==> src/logic/poly_cfg.svh <==
`ifndef POLY_CFG_SVH
`define POLY_CFG_SVH

// vertex buffer, 16-bit words, x and y per vertex
`define POLY_RAM_WORDS 1024

// upper address halves seen on the spi bus
`define POLY_BUF_BASE 16'h1CDD  // vertex buffer region
`define POLY_REG_BASE 16'h1CDE  // colour and count registers

// st7789 command bytes
`define LCD_CASET 8'h2A  // column window
`define LCD_RASET 8'h2B  // row window
`define LCD_RAMWR 8'h2C  // memory write
`define LCD_SCK_DIV 1    // clk cycles per lcd_sck half period

`endif
==> src/logic/poly_pkg.sv <==
package poly_pkg;

  // one byte written by the spi host
  typedef struct packed {
    logic        valid;  // one clk strobe
    logic [31:0] addr;   // byte address
    logic [7:0]  data;
  } bus_wr_t;

  // polyline point
  typedef struct packed {
    logic [15:0] x;
    logic [15:0] y;
  } vertex_t;

  // pixel headed for the display
  typedef struct packed {
    logic [15:0] x;
    logic [15:0] y;
    logic [15:0] color;  // rgb565
  } pixel_t;

  // bresenham engine states
  typedef enum logic [1:0] {
    STP_IDLE,   // waiting for line_start
    STP_SETUP,  // deltas latched, error term next
    STP_EMIT    // pixel on px, waiting for px_take
  } step_state_t;

endpackage

==> src/logic/lcd_pixel_tx.sv <==
`include "poly_cfg.svh"

module lcd_pixel_tx (
  input  logic             clk,
  input  logic             arst_n,
  input  poly_pkg::pixel_t px,
  input  logic             px_valid,
  output logic             px_take,
  output logic             lcd_idle,
  output logic             lcd_sck,
  output logic             lcd_mosi,
  output logic             lcd_dc,
  output logic             lcd_csn,
  output logic             lcd_resn
);
  import poly_pkg::*;

  localparam int unsigned DIV = `LCD_SCK_DIV;

  typedef enum logic [1:0] {TX_IDLE, TX_LOAD, TX_SHIFT, TX_TAIL} tx_state_t;

  tx_state_t   state;
  pixel_t      pix_q;
  logic [3:0]  slot;     // 0..12 within the window sequence
  logic [2:0]  bit_cnt;
  logic [7:0]  shreg;
  logic [15:0] div_cnt;
  logic        div_done;
  logic [8:0]  nxt_word; // {dc, byte} of the following slot

  // {dc, byte} for each slot of the 13 byte sequence
  function automatic logic [8:0] slot_word(input logic [3:0] s, input pixel_t p);
    case (s)
      4'd0:         return {1'b0, `LCD_CASET};
      4'd1, 4'd3:   return {1'b1, p.x[15:8]};
      4'd2, 4'd4:   return {1'b1, p.x[7:0]};   // start and end column equal
      4'd5:         return {1'b0, `LCD_RASET};
      4'd6, 4'd8:   return {1'b1, p.y[15:8]};
      4'd7, 4'd9:   return {1'b1, p.y[7:0]};
      4'd10:        return {1'b0, `LCD_RAMWR};
      4'd11:        return {1'b1, p.color[15:8]};
      default:      return {1'b1, p.color[7:0]};
    endcase
  endfunction

  assign div_done = (div_cnt == 16'(DIV - 1));
  assign nxt_word = slot_word(slot + 4'd1, pix_q);
  assign lcd_idle = (state == TX_IDLE);
  assign px_take  = lcd_idle & px_valid;
  assign lcd_mosi = shreg[7];

  // **************************************
  // byte sequencer and shifter
  // **************************************
  always_ff @(posedge clk or negedge arst_n) begin
    if (!arst_n) begin
      state   <= TX_IDLE;
      slot    <= '0;
      bit_cnt <= '0;
      shreg   <= '0;
      div_cnt <= '0;
      lcd_sck <= 1'b0;
      lcd_dc  <= 1'b1;
      lcd_csn <= 1'b1;
    end else begin
      case (state)
        TX_IDLE: if (px_take) state <= TX_LOAD;
        TX_LOAD: begin
          {lcd_dc, shreg} <= slot_word(4'd0, pix_q);
          slot    <= '0;
          bit_cnt <= '0;
          div_cnt <= '0;
          lcd_sck <= 1'b0;
          lcd_csn <= 1'b0;
          state   <= TX_SHIFT;
        end
        TX_SHIFT: begin
          if (!div_done) begin
            div_cnt <= div_cnt + 16'd1;
          end else begin
            div_cnt <= '0;
            lcd_sck <= ~lcd_sck;
            if (lcd_sck) begin            // falling edge, move data
              bit_cnt <= bit_cnt + 3'd1;
              if (bit_cnt != 3'd7) begin
                shreg <= {shreg[6:0], 1'b0};
              end else if (slot == 4'd12) begin
                state <= TX_TAIL;         // last bit out
              end else begin
                slot            <= slot + 4'd1;
                {lcd_dc, shreg} <= nxt_word;
              end
            end
          end
        end
        TX_TAIL: begin
          lcd_csn <= 1'b1;
          lcd_dc  <= 1'b1;
          state   <= TX_IDLE;
        end
        default: state <= TX_IDLE;
      endcase
    end
  end

  always_ff @(posedge clk) begin
    if (px_take) pix_q <= px;  // stepper may move on now
  end

  // display reset released one clk after our reset
  always_ff @(posedge clk or negedge arst_n) begin
    if (!arst_n) lcd_resn <= 1'b0;
    else         lcd_resn <= 1'b1;
  end

endmodule

==> config.mk <==
export PLATFORM = sky130hd
export DESIGN_NAME = lcd_pixel_tx
export DESIGN_NICKNAME = d
export VERILOG_FILES = /design/src/logic/poly_pkg.sv /design/src/logic/lcd_pixel_tx.sv
export VERILOG_INCLUDE_DIRS = /design/src /design/src/logic
export SDC_FILE = /design/constraint.sdc
export NUM_CORES = 1
export LEC_CHECK = 0
export ABC_AREA = 1
export BUFFER_PORTS_ARGS = -buffer_cell sky130_fd_sc_hd__buf_2
export CORE_MARGIN = 5
export CORE_UTILIZATION = 57
export CTS_CLUSTER_DIAMETER = 100
export CTS_CLUSTER_SIZE = 14
export DETAILED_ROUTE_END_ITERATION = 8
export MAX_ROUTING_LAYER = met4
export PLACE_DENSITY = 0.83
export SLEW_MARGIN = 20
export SYNTH_ARGS = -nofsm -noshare
export SYNTH_HDL_FRONTEND = slang
export SYNTH_SLANG_ARGS = --single-unit
==> constraint.sdc <==
create_clock -name clk -period 2.63 [get_ports clk]
set_clock_uncertainty 0.15 [all_clocks]
set_input_delay 0.3945 -clock clk [delete_from_list [all_inputs] [get_ports clk]]
set_output_delay 0.3945 -clock clk [all_outputs]
set_load 0.1 [all_outputs]
; ---- Word-level counts from Yosys, hierarchy flattened
; Index checks and enable logic that the tools add are counted.
[totals]
regBits = 85
in_bits = 51
wordCells = 86
[classes]
reduce_logical = 16
n_eq_ne = 23
muxes = 30
bitwise = 2
add_sub_neg = 3
[op_table]
columns = cell, count
row1 = $pmux 9 s8, 1
row2 = $mux 8, 4
row3 = $pmux 16 s2, 1
row4 = $eq 4x4->1 const B, 5
row5 = $add 16x1->16 const B, 1
row6 = $eq 4x3->1 const B, 4
row7 = $logic_not 16->1, 1
row8 = $mux 16, 1
row9 = $mux 4, 4
row10 = $pmux 8 s2, 1
row11 = $reduce_and 5->1, 3
row12 = $ne 2x2->1 const B, 6
row13 = $mux 2, 5
row14 = $eq 4x2->1 const B, 2
row15 = $pmux 2 s4, 1
row16 = $pmux 4 s2, 1
row17 = $reduce_or 2->1, 4
row18 = $mux 3, 2
row19 = $ne 3x3->1 const B, 2
row20 = $pmux 3 s2, 1
row21 = $mux 1, 5
row22 = $add 4x1->4 const B, 1
row23 = $eq 2x2->1 const B, 2
row24 = $eq 4x1->1 const B, 1
row25 = other kinds (13), 15

; ---- Logic depth before layout (Yosys ltp)
; Gate-level depths: netlist (run 1).
[depth]
depth_word = 9
ltp_mapped = 15
ltp_nobuf = 13

; ---- Least setup slack after synthesis (run 1)
; Ideal clock, no wire load.
[synth_path]
path_type = register to register
from = register state[0]
to = register pix_q[0] in the netlist's numbering (enable)
slack_ns = -0.885
n_path_buf = 0
stages_incl_launch_ff = 5
period_less_slack_ns = 3.515
arrival_time_ns = 2.934
path_cell_list = dfrtp_1 > inv_1 > ha_1 > nand2_1 > inv_1
[synth_between]
elab_chain_cells = 2
[synth_rtl]
columns = element, line
row1 = from (decl), lcd_pixel_tx.sv:22  ; tx_state_t state;
row2 = from (signal assigned), lcd_pixel_tx.sv:57  ; state <= TX_IDLE;
row3 = from (signal assigned), lcd_pixel_tx.sv:67  ; TX_IDLE: if (px_take) state <= TX_LOAD;
row4 = from (signal assigned), lcd_pixel_tx.sv:75  ; state <= TX_SHIFT;
row5 = $logic_not 2->1, lcd_pixel_tx.sv:48  ; assign lcd_idle = (state == TX_IDLE);
row6 = via lcd_idle, lcd_pixel_tx.sv:9  ; output logic lcd_idle,
row7 = $and 1x1->1, lcd_pixel_tx.sv:49  ; assign px_take = lcd_idle & px_valid;
row8 = via px_take, lcd_pixel_tx.sv:8  ; output logic px_take,
row9 = to (signal assigned), lcd_pixel_tx.sv:107  ; if (px_take) pix_q <= px;
row10 = to (decl), lcd_pixel_tx.sv:23  ; pixel_t pix_q;
; The timed path passes the listed nets, and every way through them passes these cells.
; A chain may end at the register's enable or synchronous reset.

; ---- Worst setup path after layout (run 1)
[layout_path]
from = register state[0]
to = output px_take
[layout_between]
elab_chain_cells = 2
[layout_rtl]
columns = element, line
row1 = $logic_not 2->1, lcd_pixel_tx.sv:48
row2 = $and 1x1->1, lcd_pixel_tx.sv:49
row3 = to (decl), lcd_pixel_tx.sv:8
; Every way passes these cells.

==> results of run 1 <==
registers in the layout (all words and copies together), names as in the netlist, 2 cells and up:
register and cells:
bit_cnt 3, div_cnt 16, pix_q 48, shreg 8
slot 4, state 2
synthesized netlist by cell type (2+ instances only):
cell | instances | share of area [%]
nand2_1 | 123 | 11
edfxtp_1 | 48 | 35
inv_1 | 45 | 4.1
nor2_1 | 42 | 3.8
dfrtp_1 | 35 | 21
nand3_1 | 32 | 3.9
nand4_1 | 17 | 2.6
o21ai_0 | 15 | 1.8
ha_1 | 14 | 4.2
a21oi_1 | 10 | 1.2
nand3_2 | 6 | 1.5
nor3_1 | 6 | 0.73
a211oi_1 | 5 | 0.91
xor2_1 | 4 | 0.85
nand2_4 | 3 | 0.82
nor4_1 | 3 | 0.45
a31oi_1 | 2 | 0.30
buf_2 | 2 | 0.24
buf_6 | 2 | 0.54
clkbuf_1 | 2 | 0.18
dfstp_2 | 2 | 1.3
nor2_8 | 2 | 0.97
or2_2 | 2 | 0.30
cell families after synthesis:
kind of cell               share of synthesized area (%)
AOI/OAI and AO/OA                                   4.93
xor gates and xnor gates                            1.24
adders and majority gates                           4.23
buffers and inverters                               5.23
DFF                                                 57.3
other                                             0.0907
and+or+nand+nor                                     27.0
stage by stage:
stage	power (uW)	utilization [%]	setup slack [ns]	instance area, sq um
floorplan	1440	-	0.0803	4150
global placement	1490	63.2	0.302	4540
detailed placement	1490	63.2	0.170	4540
CTS	2340	65.9	0.0780	4730
global route	2420	66.0	0.0176	4740
finish	2330	66.0	0.0936	4740
worst paths after layout:
kind,to,start,slack (ns)
max,px_take,state[0],0.09
min,pix_q[31],px[31],0.05
max reg2reg,shreg[6],slot[0],0.26
min reg2reg,lcd_csn,lcd_csn,0.32
max in group asynchronous,shreg[4],arst_n,1.30
min in group asynchronous,shreg[2],arst_n,0.50
final cells by class:
type | count | area, sq um
inverter | 45 | 173
fill | 568 | 2440
timing repair buffer | 61 | 318
sequential | 85 | 2370
multi-input combinational | 295 | 1570
clock inverter | 7 | 56.3
clock buffer | 9 | 124
tap | 99 | 124
routing by layer:
layer	global-route usage, %	vias up
met5	-	-
met4	8.41	0
met3	4.50	15
met2	34.8	88
met1	25.4	1462
li1	-	1574
repair_timing:
action	in CTS	in global routing
buffers inserted	0	0
endpoints found under the hold margin	29	0
hold buffers	1	0
setup endpoints to repair	0	7
gates resized for setup	0	1
power by group:
part | switching, uW | leakage, uW | total (uW) | internal, uW
Clock | 511 | 0.0000925 | 868 | 357
Combinational | 27.7 | 0.00115 | 54.6 | 27.0
Sequential | 0.132 | 0.000905 | 1410 | 1410
==> metrics.txt, run 1 <==
slowest library cell on the worst path=buf_2; clk sinks=85; sequential share of the synthesized area=between 50% and 60%; Max-slew headroom=a little under half; post-synth cell types=33; CTS clk-pin slew, worst paths=roughly 0.10 ns; H-tree depth=3; WP depth=5; fin. max-slew vios=0; ys flop type=edfxtp_1; most common cell after layout, fill and taps aside=nand2_1; met1 WL=3580 um; Worst Path Arrival=1.99 ns; Initial Util=approximately 58%; CTS Buffer Depth=2; Inserted Clock Buffers=9; DP HPWL=roughly 6400 um; cell family with most CP delay=buffers and inverters; worst path cell trace=inv_1 -> ha_4 -> nand2_1 -> clkinvlp_4 -> buf_2; worst skew pair latency=roughly 0.37 ns; pwr dens=around 490 mW/mm^2; gpl congestion=between 0.8 and 0.9; post-route ant nets=0; Warnings, synthesis=0; max cap viols=0; Via density=5.22; nets@finish=~560; min Tclk post-route=~2.5 ns; fin cells=601; top layer in use=met4; Fmax achieved=394 MHz; Setup TNS Final=0 ns; wirelength, routed=between 8000 and 9000 um; Setup Viol. Count Final=0; status=completed; Mapped Cells=between 400 and 500; Crit. End Element=output port; DR iter-0 viols=about 170; drt wl/cell=14.0 um; area of the die=roughly 0.009 sq mm; Global Route Usage Sum=a little over a fifth; synthesized area=between 0.004 and 0.005 sq mm; post-synthesis register bit count=85; n_diodes=0; gr ovfl total=0; Hold Path Class=input port to flip-flop; synthesized area per cell=around 9.6 sq um; Hold WS=0.0477 ns; Post-Syn Nets=497; I/O Buffers=57; area grow syn2layout=14.5%; core region area=0.00718 sq mm; VDD IR max=0.424 mV; max incr delay on CP=about 0.50 ns; RSZ-0062 raised after global routing=no; P_leak=0.00214 uW; die height=approximately 95 um; critical path required time=around 2.1 ns; met2 wire len=approximately 4300 um; metal3 WL=about 430 um; Max FO, Critical Path=20; CTS tree=done; final hold violation count=0; Post-synth ARST share=between 40 and 50%; CTS root buf=clkbuf_8; Worst Hold Depth=1; Placed Cells incl. Taps=584; DR pass1 iterations=6; layout cells sized above 1=around a fifth; Post-synth EDFFs=between 40 and 50; largest net degree at the start of global routing=38; io pins=58; most frequent cells in the layout=nand2_1 (123), buf_2 (57), edfxtp_1 (48); row cnt=31; initial antenna violation count=0; Die Wd=around 95 um; total buffers and inverters traversed by the critical path=3; vias in the first global route=roughly 3,200; R2R depth=12; critical path type=flip-flop to output port; Startpoint Class=flip-flop; DRC viols=0; period utilization=around 96%; Vias=~3,100; worst-margin pin slew=just over 0.8 ns; first-pass GRT wire length=between 10,000 and 15,000 um
Power figures use the tool's default switching activity.
==> run 2: changes to the inputs <==
Clock period 2.63 ns to 2.75 ns, I/O delays scaled along.
==> run 2 against run 1 <==
  * Cell count unchanged
  * Largest power group unchanged
  * Die area unchanged
  * Sequential power down 4%
  * Register-to-register slack better by 0.09 ns
  * Largest cell class unchanged
  * Critical path depth up 8
  * Combinational power down 7.3%
  * The run now ends with negative hold slack left
  * Worst setup slack better by 0.26 ns
  * Total power down 1.2%
  * Wire length down 0.44%
  * Clock power up 4.4%
  * Count of clock-buffer cells in the layout up 4
  * Final area unchanged
==> metrics.txt, run 2 (synthesis gave the netlist of run 1 again) <==
Setup Viol. Count Final=0 (unchanged); DR iter-0 viols=168 (-1.8%); DRC viols=0 (unchanged); Hold-fix buffers, CTS=0 (-1); Int Pwr=1840 uW (+2.8%); area of the die=0.00906 sq mm (unchanged); Reg with most FFs=pix_q; fill cell total of the finished layout=570 (+0.35%); post-route ant nets=0 (unchanged); DR pass1 iterations=4 (-2); Sequential cell area=0.00237 sq mm (unchanged); Die Wd=95.2 um (unchanged); layout cells sized above 1=19.1% (-0.20 points); Via density=5.24 (+0.38%); I/O Buffers=57 (unchanged); Seq pwr share=58.5% (-1.9 points); gpl congestion=0.919 (+4.8%); worst-margin pin slew=0.815 ns (-0.00960 ns); Hold Path Class=input port to async pin; first-pass GRT wire length=13,900 um (-2.1%); die height=95.2 um (unchanged); most used cell, CP=nand2_1; critical path required time=2.84 ns (+0.75 ns); core region area=0.00718 sq mm (unchanged); io pins=58 (unchanged); final hold violation count=4 (+4); max incr delay on CP=0.51 ns (about the same); worst path cell trace=inv_1 -> ha_1 -> or2_2 -> nand3_2 -> inv_1 -> nand2_1 -> nand3_1 -> nor2_1 -> nand2_1 -> nand2_1 -> nand2_1 -> nand2_1 -> nand2_1; drt wl/cell=14.0 um (-0.44%); most common cell after layout, fill and taps aside=nand2_1; switching share of power=20.0% (-3.1 points); status=finished, violations left; most frequent cells in the layout=nand2_1 (123), buf_2 (57), edfxtp_1 (48); critical path type=flip-flop to flip-flop; sw power=461 uW (-14%); H-tree depth=3 (unchanged); largest net degree at the start of global routing=49 (+29%); Max FO, Critical Path=9 (-55%); Initial Util=57.6% (unchanged); Crit. End Element=flip-flop; failing checks=negative hold slack; period utilization=approximately 87%; fin. max-slew vios=0 (unchanged); nets@finish=562 (unchanged); clock network power share=39.3% (+2.1 points); Worst Path Arrival=2.49 ns (+0.50 ns); row cnt=31 (unchanged); clk sinks=85 (unchanged); Max-slew headroom=45.7% (+0.64 points); Hold WS=-0.00203 ns (-0.0497 ns); DP HPWL=6150 um (-3.9%); worst skew pair latency=0.35 ns (-0.02 ns); n_diodes=0 (unchanged); gr ovfl total=0 (unchanged); Fmax achieved=about 420 MHz; area of the multi-input gates=0.00155 sq mm (-1.4%); dpl ws=0.368 ns (+0.197 ns); CTS clk-pin slew, worst paths=0.09 ns (about the same); area grow syn2layout=14.5% (unchanged); Vias=3,151 (+0.38%); post-CTS setup buffer count=0 (unchanged); Setup TNS Final=0 ns (unchanged); max reg flops=48 (unchanged); CTS root buf=clkbuf_8; wirelength, routed=8400 um (-0.44%); combinational power share=2.2% (about the same); CTS Buffer Depth=2 (unchanged); Post-CTS Resized=0 (unchanged); vias in the first global route=3,153 (-1.5%); Startpoint Class=flip-flop; max cap viols=0 (unchanged); pwr dens=486 mW/mm^2 (-1.2%); Inserted Clock Buffers=9 (unchanged); P_leak=0.00215 uW (about the same); initial antenna violation count=0 (unchanged); slowest library cell on the worst path=dfrtp_1; CTS tree=done; final worst setup slack=0.352 ns (+0.259 ns); min Tclk post-route=2.40 ns; Global Route Usage Sum=20.6% (-0.57 points); VDD IR max=0.416 mV (-2.0%); top flop regs=pix_q: 48 flops, div_cnt: 16 flops, shreg: 8 flops; RSZ-0062 raised after global routing=no
-- run 2: cell types whose count changed in the layout (fill, tap and decap cells not counted), moves of 2 or more --
cell / before / now
clkbuf_8: 9 / 11
clkinvlp_4: 1 / 3
clkbuf_1: 0 / 2
inv_6: 3 / 0
-- run 2: area by class of cell --
class                   instances  share of cell area, %
clock inverters                 3                  0.951
clock buffers                  13                   3.35
repair buffers                 61                   6.65
inverters                      45                   3.64
multi-input cells             295                   32.8
flip-flops and latches         85                   50.0
well taps                      99                   2.61
-- run 2: worst max-delay path: cells and delay by family, from the launching register on --
kind,cells,cell delay [ns]
flip-flops,1,0.51
buffers and inverters,2,0.22
adder cells (fa/ha/maj),1,0.30
AND/OR/NAND/NOR,10,1.08
-- run 2: worst paths after layout --
| check | slack (ns) | endpoint | cells after the start | startpoint |
|---|---|---|---|---|
| max | 0.35 | shreg[2] | 13 | slot[0] |
| min | -0.002 | div_cnt[3] | 1 | arst_n |
| max reg2reg | 0.35 | shreg[2] | 13 | slot[0] |
| min reg2reg | 0.33 | lcd_csn | 2 | lcd_csn |
| max in group asynchronous | 1.93 | shreg[7] | 1 | arst_n |
| min in group clk | 0.08 | pix_q[47] | 1 | px[47] |
-- run 2: power by group through the flow --
stage	clock [uW]	combinational (uW)	sequential [uW]
CTS	921	51.9	1350
global placement	0	50.6	1380
floorplan	0	0.119	1380
global route	976	58.0	1350
finish	906	50.6	1350
detailed placement	0	51.9	1380
-- run 2: routing by layer --
layer	routed length, um	vias up	track usage (%)
li1	-	1566	-
met1	3610	1451	25.0
met2	4130	119	33.8
met3	504	15	4.89
met4	155	0	6.85
met5	0	-	-
-- run 2: stage by stage --
stage | power (uW) | cells | util, % | cell area, sq um | hold slack [ns]
after floorplan | 1380 | 432 | - | 4140 | -0.0331
after global placement | 1430 | 585 | 63.2 | 4530 | 0.310
after detailed placement | 1430 | 585 | 63.2 | 4530 | 0.318
after CTS | 2320 | 601 | 66.0 | 4740 | 0.0181
after global routing | 2380 | 601 | 66.0 | 4740 | 0.0525
final | 2300 | 601 | 66.0 | 4740 | -0.00203
==> run 3: changes to the inputs <==
Settings changed: ABC_CLOCK_PERIOD_IN_PS set to 2750, PLACE_DENSITY 0.83 to not set, PLACE_DENSITY_LB_ADDON set to 0.25.
==> run 3 against run 2 <==
  * The flow now finishes without violations
  * First-iteration DRC count down 32%
  * Register-to-register slack worse by 0.03 ns
  * Global-route usage down 0.89 points
  * Via count down 3.2%
  * Final area up 0.32%
  * Hold slack better by 0.0095 ns
  * Maximum frequency down 5.5%
  * Clock power up 7.6%
  * Sequential share of layout area down 0.16 points
  * Critical path type is now flip-flop to output port
  * Largest cell class unchanged
  * Highest routed layer unchanged
==> metrics.txt, run 3 (synthesis gave the netlist of run 1 again) <==
status=completed; Die Wd=95.2 um (unchanged); CTS root buf=clkbuf_8; n_diodes=0 (unchanged); die height=95.2 um (unchanged); R2R depth=12 (-1); min Tclk post-route=2.54 ns (+0.140 ns); Inserted Clock Buffers=9 (unchanged); routing usage on met2=32.4% (-1.4 points); WP depth=5 (-8); DRC viols=0 (unchanged); area grow syn2layout=14.9%; total buffers and inverters traversed by the critical path=3 (+1); VDD IR max=0.390 mV (-6.2%); Worst setup endpoint=px_take; DR pass1 iterations=5 (+1); max reg flops=48 (unchanged); max incr delay on CP=0.50 ns (about the same); layout cells sized above 1=19.4% (+0.24 points); H-tree depth=3 (unchanged); gr busiest metal=met2; r2r endpoint=shreg[4]; Global Route Usage Sum=19.7% (-0.89 points); fin cells=600 (-0.17%); Fmax achieved=394 MHz (-5.5%); Max FO, Critical Path=18 (+9); Hold-fix buffers, CTS=0 (unchanged); most frequent cells in the layout=nand2_1 (123), buf_2 (57), edfxtp_1 (48); Post-CTS Resized=0 (unchanged); fin util=66.2% (+0.21 points); Initial Util=57.6% (unchanged); CTS Buffer Depth=2 (unchanged); slowest library cell on the worst path=buf_2; Startpoint Class=flip-flop; worst skew pair latency=0.34 ns (about the same); Reg2Reg Setup Slack=0.32 ns (-0.03 ns); Via density=5.08 (-3.0%); placed inst area=0.00453 sq mm (-0.17%); Reg with most FFs=pix_q; core region area=0.00718 sq mm (unchanged); RSZ-0062 raised after global routing=no; worst path cell trace=inv_1 -> ha_2 -> nand2_1 -> clkinvlp_4 -> buf_2; GR Layer Usage met1=23.8% (-1.2 points); top flop regs=pix_q: 48 flops, div_cnt: 16 flops, shreg: 8 flops; Crit. End Element=output port; Worst Path Arrival=1.98 ns (-0.51 ns); Vias=3,050 (-3.2%); clk sinks=85 (unchanged); post-route cell area=0.00475 sq mm (+0.32%); vias in the first global route=3,005 (-4.7%); Hold Path Class=input port to async pin; Setup Viol. Count Final=0 (unchanged); post-route ant nets=0 (unchanged); P_leak=0.00216 uW (+0.50%); met3 Use GR=3.79% (-1.1 points); final hold violation count=0 (-4); most common cell after layout, fill and taps aside=nand2_1; initial antenna violation count=0 (unchanged); Max-slew headroom=45.3% (-0.41 points); post-CTS setup buffer count=0 (unchanged); CTS tree=done; Hold WS=0.00752 ns (+0.00955 ns); first-pass GRT wire length=13,300 um (-4.6%); nets@finish=561 (-0.18%); I/O Buffers=57 (unchanged); row cnt=31 (unchanged); cell family with most CP delay=buffers and inverters; DP HPWL=5880 um (-4.4%); pwr dens=499 mW/mm^2 (+2.7%); DR iter-0 viols=115 (-32%); worst r2r src=slot[0]; Worst Setup SP=state[1]; area of the die=0.00906 sq mm (unchanged); worst-margin pin slew=0.821 ns (+0.00613 ns); critical path type=flip-flop to output port; Setup TNS Final=0 ns (unchanged); Placed Cells incl. Taps=584 (-0.17%); critical path required time=2.19 ns (-0.65 ns); max cap viols=0 (unchanged); gpl congestion=0.842 (-8.4%); fin. max-slew vios=0 (unchanged); largest net degree at the start of global routing=38 (-22%); io pins=58 (unchanged); gr ovfl total=0 (unchanged); period utilization=92.3% (+5.1 points); CTS clk-pin slew, worst paths=0.08 ns (about the same); drt wl/cell=13.0 um (-6.7%); wirelength, routed=7820 um (-6.9%)
run 3: cell types whose count changed in the layout (fill, tap and decap cells not counted):
cell        delta
inv_6          +3
clkbuf_1       -2
clkbuf_8       -2
buf_4          -1
bufinv_16      +1
clkinv_4       +1
clkinvlp_4     -1
run 3: power breakdown:
part / internal, uW / switching [uW] / leakage [uW]
Clock: 523 / 453 / 0.000111
Combinational: 24.8 / 25.8 / 0.00114
Sequential: 1350 / 0.132 / 0.000905
Total: 1900 / 479 / 0.00216
run 3: per-layer routing:
layer | part of all wire [%] | up-vias
met5 | 0 | -
met4 | 1.2 | 0
met3 | 5.7 | 8
met2 | 49 | 82
met1 | 44 | 1390
li1 | - | 1570
run 3: worst reg2reg max path, stage by stage (launching register included):
cell     delay [ns]
dfrtp_1        0.50
ha_1           0.31
xnor2_2        0.40
buf_4          0.23
nand3_1        0.14
nand2_2        0.16
nor2_8         0.06
nand3_4        0.09
nand2_1        0.06
nand3_1        0.07
nand2_1        0.05
nand2_1        0.05
nand2_1        0.04
run 3: worst min path at each step:
| stage | from | endpoint | slack [ns] | cells past startpoint |
|---|---|---|---|---|
| detailed placement | lcd_csn | lcd_csn | 0.31 | 2 |
| floorplan | arst_n | bit_cnt[0] | -0.03 | 0 |
| global placement | lcd_csn | lcd_csn | 0.31 | 2 |
| global route | arst_n | div_cnt[3] | 0.06 | 1 |
| finish | arst_n | div_cnt[6] | 0.008 | 1 |
| CTS | arst_n | div_cnt[6] | 0.02 | 1 |
run 3: layout make-up:
class	count	area, sq um
well taps	99	124
inverters	45	173
clock inverters	7	103
repair buffers	60	308
multi-input cells	295	1550
fillers	587	2420
flip-flops and latches	85	2370
clock buffers	9	124
run 3: stage by stage:
step | setup slack (ns) | total power [uW]
after floorplan | 0.0734 | 1380
after global placement | 0.454 | 1430
after detailed placement | 0.349 | 1430
after CTS | 0.193 | 2400
after global routing | 0.126 | 2460
final | 0.212 | 2370
